[src/common/core_config.svh]
//********************
// core width and register file sizing
// include wherever the macros are needed
//********************
`ifndef CORE_CONFIG_SVH
`define CORE_CONFIG_SVH

// data path width, fixed by RV32I
`define CORE_XLEN 32

// architectural integer registers, x0 included
`define CORE_NUM_REGS 32

// bits needed to name one register
`define CORE_REG_IDX_W 5

`endif

[src/common/isa_pkg.sv]
//********************
// RV32I encodings and basic word types
// used by every RTL file through isa_pkg:: names
//********************
`default_nettype none

`include "core_config.svh"

package isa_pkg;

    // one data word
    typedef logic [`CORE_XLEN-1:0] word_t;

    // register index
    typedef logic [`CORE_REG_IDX_W-1:0] reg_idx_t;

    // shift amount, low bits of operand b
    typedef logic [$clog2(`CORE_XLEN)-1:0] shamt_t;

    // major opcodes that the core accepts
    typedef enum logic [6:0] {
        OP     = 7'b0110011,
        OP_IMM = 7'b0010011,
        LUI    = 7'b0110111
    } opcode_e;

    // funct3 field, shared by OP and OP_IMM
    typedef enum logic [2:0] {
        F3_ADD_SUB = 3'b000,
        F3_SLL     = 3'b001,
        F3_SLT     = 3'b010,
        F3_SLTU    = 3'b011,
        F3_XOR     = 3'b100,
        F3_SRL_SRA = 3'b101,
        F3_OR      = 3'b110,
        F3_AND     = 3'b111
    } funct3_e;

    // funct7 field, alt selects sub and sra
    typedef enum logic [6:0] {
        F7_BASE = 7'b0000000,
        F7_ALT  = 7'b0100000
    } funct7_e;

    // operations the alu can run
    typedef enum logic [3:0] {
        ALU_ADD,
        ALU_SUB,
        ALU_SLL,
        ALU_SLT,
        ALU_SLTU,
        ALU_XOR,
        ALU_SRL,
        ALU_SRA,
        ALU_OR,
        ALU_AND,
        // lui result is the immediate
        ALU_PASS_B
    } alu_op_e;

endpackage

`default_nettype wire

[src/common/pipe_pkg.sv]
//********************
// records carried between the pipeline stages
// decode fills id_ex_t, execute fills wb_t
//********************
`default_nettype none

package pipe_pkg;

    // ID/EX record, built by decode
    typedef struct packed {
        // slot holds a real instruction
        logic              valid;
        // destination register
        isa_pkg::reg_idx_t rd;
        // source indices, kept for forwarding
        isa_pkg::reg_idx_t rs1;
        isa_pkg::reg_idx_t rs2;
        // register file values read in decode
        isa_pkg::word_t    rs1_val;
        isa_pkg::word_t    rs2_val;
        // I or U immediate, already extended
        isa_pkg::word_t    imm;
        // b comes from imm instead of rs2
        logic              use_imm;
        isa_pkg::alu_op_e  alu_op;
        logic              reg_write;
    } id_ex_t;

    // EX/WB record
    // also the register file write port
    typedef struct packed {
        logic              valid;
        isa_pkg::reg_idx_t rd;
        isa_pkg::word_t    result;
        logic              reg_write;
    } wb_t;

endpackage

`default_nettype wire

[src/hdl/reg_file.sv]
//********************
// integer register file, 2 read ports and 1 write port
// write port is the EX/WB record, reads see a pending write
//********************
`timescale 1ns/100ps
`default_nettype none

`include "core_config.svh"

module reg_file (
    input  logic              clk,
    input  logic              reset_n,
    input  isa_pkg::reg_idx_t rs1_addr,
    input  isa_pkg::reg_idx_t rs2_addr,
    input  pipe_pkg::wb_t     wb,
    output isa_pkg::word_t    rs1_data,
    output isa_pkg::word_t    rs2_data
);

    // x0 has no storage
    isa_pkg::word_t regs [1:`CORE_NUM_REGS-1];
    logic           wr_en;

    // writes to x0 are dropped here
    assign wr_en = wb.valid && wb.reg_write && (wb.rd != '0);

    always_ff @(posedge clk or negedge reset_n) begin
        if (!reset_n) begin
            for (int i = 1; i < `CORE_NUM_REGS; i++) begin
                regs[i] <= '0;
            end
        end else if (wr_en) begin
            regs[wb.rd] <= wb.result;
        end
    end

    // one read port, x0 first, then the write that lands next edge
    function automatic isa_pkg::word_t read_port(isa_pkg::reg_idx_t addr);
        if (addr == '0) begin
            return '0;
        end else if (wr_en && (addr == wb.rd)) begin
            return wb.result;
        end
        return regs[addr];
    endfunction

    assign rs1_data = read_port(rs1_addr);
    assign rs2_data = read_port(rs2_addr);

    // x0 reads zero on both ports, bypass included
    a_x0_zero: assert property (@(posedge clk) disable iff (!reset_n)
        ((rs1_addr == '0) -> (rs1_data == '0)) && ((rs2_addr == '0) -> (rs2_data == '0)));

endmodule

`default_nettype wire

[src/decode/decode_stage.sv]
//********************
// decode stage, splits the word and reads the register file
// registers the ID/EX record, or a bubble under stall
//********************
`timescale 1ns/100ps
`default_nettype none

module decode_stage (
    input  logic              clk,
    input  logic              reset_n,
    input  logic              instr_valid,
    input  isa_pkg::word_t    instr,
    input  logic              stall,
    input  isa_pkg::word_t    rs1_data,
    input  isa_pkg::word_t    rs2_data,
    output isa_pkg::reg_idx_t rs1_addr,
    output isa_pkg::reg_idx_t rs2_addr,
    output pipe_pkg::id_ex_t  id_ex,
    output logic              illegal
);

    logic [6:0]       opcode;
    logic [2:0]       funct3;
    logic [6:0]       funct7;
    isa_pkg::word_t   i_imm;
    isa_pkg::word_t   u_imm;
    logic             accept;
    logic             legal;
    logic             use_imm;
    isa_pkg::word_t   imm;
    isa_pkg::alu_op_e alu_op;
    pipe_pkg::id_ex_t id_ex_next;

    // funct3 to alu op, alt picks sub or sra
    function automatic isa_pkg::alu_op_e op_of(logic [2:0] f3, logic alt);
        case (f3)
            isa_pkg::F3_ADD_SUB: return alt ? isa_pkg::ALU_SUB : isa_pkg::ALU_ADD;
            isa_pkg::F3_SLL:     return isa_pkg::ALU_SLL;
            isa_pkg::F3_SLT:     return isa_pkg::ALU_SLT;
            isa_pkg::F3_SLTU:    return isa_pkg::ALU_SLTU;
            isa_pkg::F3_XOR:     return isa_pkg::ALU_XOR;
            isa_pkg::F3_SRL_SRA: return alt ? isa_pkg::ALU_SRA : isa_pkg::ALU_SRL;
            isa_pkg::F3_OR:      return isa_pkg::ALU_OR;
            default:             return isa_pkg::ALU_AND;
        endcase
    endfunction

    // fixed field positions
    assign opcode   = instr[6:0];
    assign funct3   = instr[14:12];
    assign funct7   = instr[31:25];
    assign rs1_addr = instr[19:15];
    assign rs2_addr = instr[24:20];

    // sign-extended I immediate, U immediate in the upper bits
    assign i_imm = {{20{instr[31]}}, instr[31:20]};
    assign u_imm = {instr[31:12], 12'b0};

    // stall drops the word, source holds it for later
    assign accept = instr_valid && !stall;

    always_comb begin
        legal   = 1'b1;
        use_imm = 1'b0;
        imm     = i_imm;
        alu_op  = isa_pkg::ALU_ADD;
        case (opcode)
            isa_pkg::OP: begin
                // only sub and sra take the alt funct7
                legal = (funct7 == isa_pkg::F7_BASE) ||
                        ((funct7 == isa_pkg::F7_ALT) &&
                         ((funct3 == isa_pkg::F3_ADD_SUB) || (funct3 == isa_pkg::F3_SRL_SRA)));
                alu_op = op_of(funct3, funct7 == isa_pkg::F7_ALT);
            end
            isa_pkg::OP_IMM: begin
                use_imm = 1'b1;
                // upper imm bits are funct7 for shifts only
                if (funct3 == isa_pkg::F3_SLL) begin
                    legal = (funct7 == isa_pkg::F7_BASE);
                end else if (funct3 == isa_pkg::F3_SRL_SRA) begin
                    legal = (funct7 == isa_pkg::F7_BASE) || (funct7 == isa_pkg::F7_ALT);
                end
                alu_op = op_of(funct3,
                               (funct3 == isa_pkg::F3_SRL_SRA) && (funct7 == isa_pkg::F7_ALT));
            end
            isa_pkg::LUI: begin
                use_imm = 1'b1;
                imm     = u_imm;
                alu_op  = isa_pkg::ALU_PASS_B;
            end
            default: begin
                legal = 1'b0;
            end
        endcase
    end

    // bubble unless an accepted legal word
    always_comb begin
        id_ex_next = '0;
        if (accept && legal) begin
            id_ex_next.valid     = 1'b1;
            id_ex_next.rd        = instr[11:7];
            id_ex_next.rs1       = rs1_addr;
            id_ex_next.rs2       = rs2_addr;
            id_ex_next.rs1_val   = rs1_data;
            id_ex_next.rs2_val   = rs2_data;
            id_ex_next.imm       = imm;
            id_ex_next.use_imm   = use_imm;
            id_ex_next.alu_op    = alu_op;
            // every supported op writes rd, x0 filtered in the register file
            id_ex_next.reg_write = 1'b1;
        end
    end

    always_ff @(posedge clk or negedge reset_n) begin
        if (!reset_n) begin
            id_ex   <= '0;
            illegal <= 1'b0;
        end else begin
            id_ex   <= id_ex_next;
            illegal <= accept && !legal;
        end
    end

    // an illegal word never enters ID/EX
    a_no_valid_illegal: assert property (@(posedge clk) disable iff (!reset_n)
        !(id_ex.valid && illegal));

endmodule

`default_nettype wire

[src/execute/alu.sv]
//********************
// integer alu for the RV32I register and immediate ops
// purely combinational
//********************
`timescale 1ns/100ps
`default_nettype none

module alu (
    input  isa_pkg::word_t   a,
    input  isa_pkg::word_t   b,
    input  isa_pkg::alu_op_e op,
    output isa_pkg::word_t   result
);

    isa_pkg::shamt_t shamt;

    // only the low bits of b count for shifts
    assign shamt = b[$bits(isa_pkg::shamt_t)-1:0];

    always_comb begin
        case (op)
            isa_pkg::ALU_ADD: begin
                result = a + b;
            end
            isa_pkg::ALU_SUB: begin
                // wraps modulo 2^32
                result = a - b;
            end
            isa_pkg::ALU_SLL: begin
                result = a << shamt;
            end
            isa_pkg::ALU_SLT: begin
                result = ($signed(a) < $signed(b)) ? isa_pkg::word_t'(1) : '0;
            end
            isa_pkg::ALU_SLTU: begin
                result = (a < b) ? isa_pkg::word_t'(1) : '0;
            end
            isa_pkg::ALU_XOR: begin
                result = a ^ b;
            end
            isa_pkg::ALU_SRL: begin
                result = a >> shamt;
            end
            isa_pkg::ALU_SRA: begin
                // sign bit fills from the left
                result = isa_pkg::word_t'($signed(a) >>> shamt);
            end
            isa_pkg::ALU_OR: begin
                result = a | b;
            end
            isa_pkg::ALU_AND: begin
                result = a & b;
            end
            default: begin
                // lui
                result = b;
            end
        endcase
    end

endmodule

`default_nettype wire

[src/execute/execute_stage.sv]
//********************
// execute stage, forwards from EX/WB and runs the alu
// registered wb is the pipeline result and the regfile write
//********************
`timescale 1ns/100ps
`default_nettype none

module execute_stage (
    input  logic             clk,
    input  logic             reset_n,
    input  pipe_pkg::id_ex_t id_ex,
    output pipe_pkg::wb_t    wb
);

    logic           wb_live;
    logic           fwd_rs1;
    logic           fwd_rs2;
    isa_pkg::word_t op_a;
    isa_pkg::word_t rs2_val;
    isa_pkg::word_t op_b;
    isa_pkg::word_t alu_result;
    pipe_pkg::wb_t  wb_next;

    // EX/WB holds a write the regfile has not seen yet
    assign wb_live = wb.valid && wb.reg_write && (wb.rd != '0);

    // one-ahead dependency, EX/WB beats the decode-time value
    assign fwd_rs1 = wb_live && (wb.rd == id_ex.rs1);
    assign fwd_rs2 = wb_live && (wb.rd == id_ex.rs2);

    assign op_a    = fwd_rs1 ? wb.result : id_ex.rs1_val;
    assign rs2_val = fwd_rs2 ? wb.result : id_ex.rs2_val;

    // I and U types take the immediate
    assign op_b = id_ex.use_imm ? id_ex.imm : rs2_val;

    alu alu_i (
        .a      (op_a),
        .b      (op_b),
        .op     (id_ex.alu_op),
        .result (alu_result)
    );

    // bubble in, bubble out
    always_comb begin
        wb_next = '0;
        if (id_ex.valid) begin
            wb_next.valid     = 1'b1;
            wb_next.rd        = id_ex.rd;
            wb_next.result    = alu_result;
            wb_next.reg_write = id_ex.reg_write;
        end
    end

    always_ff @(posedge clk or negedge reset_n) begin
        if (!reset_n) begin
            wb <= '0;
        end else begin
            wb <= wb_next;
        end
    end

    // a write leaving EX/WB came from a real ID/EX slot one cycle earlier
    a_wb_from_id_ex: assert property (@(posedge clk) disable iff (!reset_n)
        (wb.valid && wb.reg_write) |-> $past(id_ex.valid));

endmodule

`default_nettype wire

[src/hdl/rv_core_top.sv]
//********************
// RV32I integer pipeline, decode then execute
// words in on instr_valid, results out on wb two cycles on
//********************
`timescale 1ns/100ps
`default_nettype none

module rv_core_top (
    input  logic           clk,
    input  logic           reset_n,
    input  logic           instr_valid,
    input  isa_pkg::word_t instr,
    input  logic           stall,
    output pipe_pkg::wb_t  wb,
    output logic           illegal
);

    // decode to register file
    isa_pkg::reg_idx_t rs1_addr;
    isa_pkg::reg_idx_t rs2_addr;
    isa_pkg::word_t    rs1_data;
    isa_pkg::word_t    rs2_data;

    // decode to execute
    pipe_pkg::id_ex_t  id_ex;

    decode_stage decode_stage_i (
        .clk         (clk),
        .reset_n     (reset_n),
        .instr_valid (instr_valid),
        .instr       (instr),
        .stall       (stall),
        .rs1_data    (rs1_data),
        .rs2_data    (rs2_data),
        .rs1_addr    (rs1_addr),
        .rs2_addr    (rs2_addr),
        .id_ex       (id_ex),
        .illegal     (illegal)
    );

    // wb also goes out as the top-level result
    execute_stage execute_stage_i (
        .clk     (clk),
        .reset_n (reset_n),
        .id_ex   (id_ex),
        .wb      (wb)
    );

    // EX/WB drives the write port directly
    reg_file reg_file_i (
        .clk      (clk),
        .reset_n  (reset_n),
        .rs1_addr (rs1_addr),
        .rs2_addr (rs2_addr),
        .wb       (wb),
        .rs1_data (rs1_data),
        .rs2_data (rs2_data)
    );

endmodule

`default_nettype wire

[config.mk]
export PLATFORM = sky130hd
export DESIGN_NAME = rv_core_top
export DESIGN_NICKNAME = d
export VERILOG_FILES = /design/src/common/isa_pkg.sv /design/src/common/pipe_pkg.sv /design/src/hdl/reg_file.sv /design/src/decode/decode_stage.sv /design/src/execute/alu.sv /design/src/execute/execute_stage.sv /design/src/hdl/rv_core_top.sv
export VERILOG_INCLUDE_DIRS = /design/src /design/src/common
export SDC_FILE = /design/constraint.sdc
export NUM_CORES = 2
export LEC_CHECK = 0
export ABC_AREA = 0
export CORE_MARGIN = 4
export CORE_UTILIZATION = 50
export DETAILED_ROUTE_END_ITERATION = 8
export DONT_BUFFER_PORTS = 1
export HOLD_SLACK_MARGIN = 0.15
export PLACE_DENSITY = 0.68
export SLEW_MARGIN = 20
export SYNTH_ARGS = -nofsm -noshare
export SYNTH_HDL_FRONTEND = slang
export SYNTH_SLANG_ARGS = --single-unit
[constraint.sdc]
create_clock -name clk -period 5.65 [get_ports clk]
set_input_delay 1.13 -clock clk [delete_from_list [all_inputs] [get_ports clk]]
set_output_delay 1.13 -clock clk [all_outputs]
set_load 0.005 [all_outputs]
==> run_results.csv <==
group,metric,value,unit
run_status,status,"finished with violations",
run_status,violations,"max-slew violations",
grt,grt_max_degree,287,
timing,timing.final.crit_share,0.9500,
floorplanning,start_util,0.5026,
grt,grt_pass1_vias,51440,
floorplanning,die_w,379.5,µm
timing,finalCriticalPeriod,5.367,ns
worst_setup_path,path_max_fanout,11,
clock_network,clk_path_buf_depth,3,
timing,worst_clock_skew,0.03491,ns
floorplanning,core_area,0.1373,mm²
placement,portBuffers,0,
route,via_count,52370,
grt,grt_pass1_wl,386.2,mm
worst_setup_path,crit_path_start_kind,"flop",
worst_setup_path,rr_worst_depth,18,
synthesis,ys_ff_latch,1148,
synthesis,yosysTopAreaCellShare,0.4162,
route,detail_route.wl_per_cell,37.35,µm
power,p_per_area,230.6,mW/mm²
synthesis,yosysUniqueCellTypes,97,
route,wl,271.4,mm
route,drt_iter0_markers,7106,
synthesis,yosys-top-cells-count,"dfrtp_1, mux2_2, mux4_2",
placement,placed_cells,7020,
worst_setup_path,worst-path-stages,18,
clock_network,cts_tree,"yes",
timing,fin_tns_setup,0,ns
layout,num-nets-final,5499,
synthesis,yosysWarnings,0,
route,dr.pass1.iters,7,
timing,hold_viol_final,0,
clock_network,cts-root-buf,"clkbuf_16",
floorplanning,die_h,379.5,µm
worst_setup_path,path_buf_inv,2,
power,power,0.01742,W
synthesis,postSynthNetCount,5713,
power,leakagePower,33.71,nW
clock_network,cts_made_buffers,133,
grt,grt_usage,0.3707,
timing,maxSlewHeadroom,-0.09483,
synthesis,netlist_area,0.06902,mm²
route,antenna_left,0,
layout,finish.utilization,0.5500,
synthesis,yosysTopAreaCell,"dfrtp_1",
timing,setup_viol,0,
placement,gp_congestion,1.076,
layout,syn2layout_area_growth,9.428,%
clock_network,path_clk_slew,0.06,ns
clock_network,cts_setup_buffers,0,
clock_network,cts-htree-levels,4,
synthesis,synthCells,5578,
flow_run,max_cap_violations,0,
layout,drive_gt1_frac,0.3753,
worst_setup_path,rr_startpoint,"execute_stage_i.wb[33]",
timing,final_max_slew_viol_count,199,
placement,hpwlAfterDp,173.2,mm
worst_setup_path,criticalPathCategory,"flop to flop",
power,irDropWorstVdd,209.5,µV
timing,fmax,186.3,MHz
worst_setup_path,worst-endpoint-required,6.33,ns
worst_setup_path,rr_endpoint,"execute_stage_i.wb[19]",
floorplanning,die-area,0.1440,mm²
worst_setup_path,crit_end,"execute_stage_i.wb[19]",
worst_setup_path,end_kind,"flop",
worst_setup_path,slowest_stage,"a211oi_1",
worst_setup_path,path_cells,"buf_4 -> xor2_1 -> a211o_1 -> nor2_1 -> nand2_1 -> nand2_1 -> inv_1 -> ha_1 -> fa_1 -> nor2b_1 -> o31ai_1 -> a21oi_1 -> a211oi_1 -> o21ai_0 -> a221o_1 -> a221oi_1 -> o21ai_0 -> o31a_1",
timing,worst_pin_slew,1.642,ns
worst_setup_path,critPathMaxStageDelay,0.51,ns
worst_setup_path,startpoint,"execute_stage_i.wb[33]",
synthesis,ys_seq_area_frac,0.4162,
worst_setup_path,critical_path_arrival,6.05,ns
worst_setup_path,crit_family,"compound AO/OA/AOI/OAI gates",
worst_setup_path,r2r_slack,0.28,ns
synthesis,synth_flop_cell,"dfrtp_1",
timing,rsz0062_at_grt,"no",
clock_network,cts.sinks,1148,
synthesis,yosys-top-cells-area,"dfrtp_1, mux4_2, mux2_2, mux2i_1, clkbuf_1",
route,drc,0,
synthesis,synth-edff-count,0,
hold_path,hold_class,"primary input to asynchronous set/reset pin",
route,via_per_inst,7.208,
synthesis,avgSynthCellArea,12.37,µm²
grt,gr-total-overflow,0,
clock_network,clk_latency,0.80,ns
timing,holdWs,0.1987,ns
layout,final_cell_count_no_fill,7266,
grt,antenna_found_initial,16,
floorplanning,row_count,136,
layout,fillers,11390,
synthesis,synthArstFlopShare,1.000,
floorplanning,num_io_pins,76,
synthesis,yosys.cell_count.top_type,"dfrtp_1",
[cell usage in the layout (no fill, tap or decap), types with 42 or more instances in the layout]
cell,synthesis,routed
nand2_1,208,193
inv_1,120,120
a31oi_1,42,42
mux2i_1,226,226
nand3_1,57,55
buf_4,6,211
o22ai_1,67,67
dfrtp_1,1148,1146
ha_1,97,97
o21ai_0,206,205
mux4_2,513,513
a211oi_1,121,121
mux2_2,1021,1021
nor3_1,87,84
a21oi_1,265,265
clkbuf_16,0,136
nor2_1,264,247
[metrics by stage]
stage	cell area (µm²)	setup slack, ns
2_1_floorplan	69020	0.5384
3_3_place_gp	71020	0.5560
3_5_place_dp	71070	0.5115
4_1_cts	75470	0.4919
5_1_grt	75520	0.08575
6_report	75530	0.2825
[worst min-delay path by stage]
stage	slack, ns	depth (start not counted)	endpoint	start
after global placement	0.45	1	execute_stage_i.wb[35]	decode_stage_i.id_ex[114]
after global routing	0.19	1	reg_file_i.regs[874]	reset_n
final	0.20	1	reg_file_i.regs[874]	reset_n
after CTS	0.17	1	reg_file_i.regs[874]	reset_n
after floorplan	0.35	0	execute_stage_i.wb[0]	decode_stage_i.id_ex[0]
after detailed placement	0.45	1	execute_stage_i.wb[35]	decode_stage_i.id_ex[114]
[worst reg2reg max path, cell delays in order (launching register included)]
cell      delay, ns
dfrtp_1        0.47
buf_4          0.22
xor2_1         0.31
a211o_1        0.44
nor2_1         0.15
nand2_1        0.09
nand2_1        0.10
inv_1          0.10
ha_1           0.21
fa_1           0.26
nor2b_1        0.07
o31ai_1        0.50
a21oi_1        0.28
a211oi_1       0.51
o21ai_0        0.31
a221o_1        0.37
a221oi_1       0.38
o21ai_0        0.16
o31a_1         0.32
[what timing repair did]
item                       CTS  global route
hold endpoints to repair    58             0
resized for setup            0             1
setup endpoints to repair    0             2
hold buffers                 1             0
[cell type report]
type	instances	area [µm²]	area share
Multi-Input combinational cell	3732	37830	0.5008
Tap cell	1794	2245	0.02972
Antenna cell	2	5.005	0.00006626
Sequential cell	1148	28730	0.3804
Timing Repair Buffer	222	1879	0.02488
Inverter	127	476.7	0.006312
Clock buffer	200	3924	0.05195
Clock inverter	41	442.9	0.005864
[cells by family (layout without fill, tap and decap cells)]
family	Yosys count	in the layout	share of synthesized area
buf+inv	698	590	0.03948
compound gates	1054	1054	0.1014
xor+xnor	34	34	0.004314
other cells	0	2	0
simple gates	780	780	0.05223
flops	1148	1148	0.4162
mux	1765	1765	0.3681
fa+ha+maj	99	99	0.01816
[state kept, by name, indices dropped and copies added (netlist names)]
register and flops:
decode_stage_i.id_ex 117, reg_file_i.regs 992, execute_stage_i.wb 38, decode_stage_i.illegal 1
[power by group]
part	switching, W	internal (W)	total, W
Sequential	0.00000111	0.00822	0.00823
Clock	0.00370	0.00498	0.00868
Combinational	0.000282	0.000232	0.000514
Total	0.00398	0.0134	0.0174
[routing by layer]
layer | vias to the layer above | wire, µm | global-route usage
li1 | 20880 | - | -
met1 | 27530 | 108200 | 0.5155
met2 | 3252 | 115000 | 0.5271
met3 | 699 | 30660 | 0.1079
met4 | 14 | 17450 | 0.1964
met5 | - | 84 | 0
Note: power is estimated with default switching activity, not from simulation.
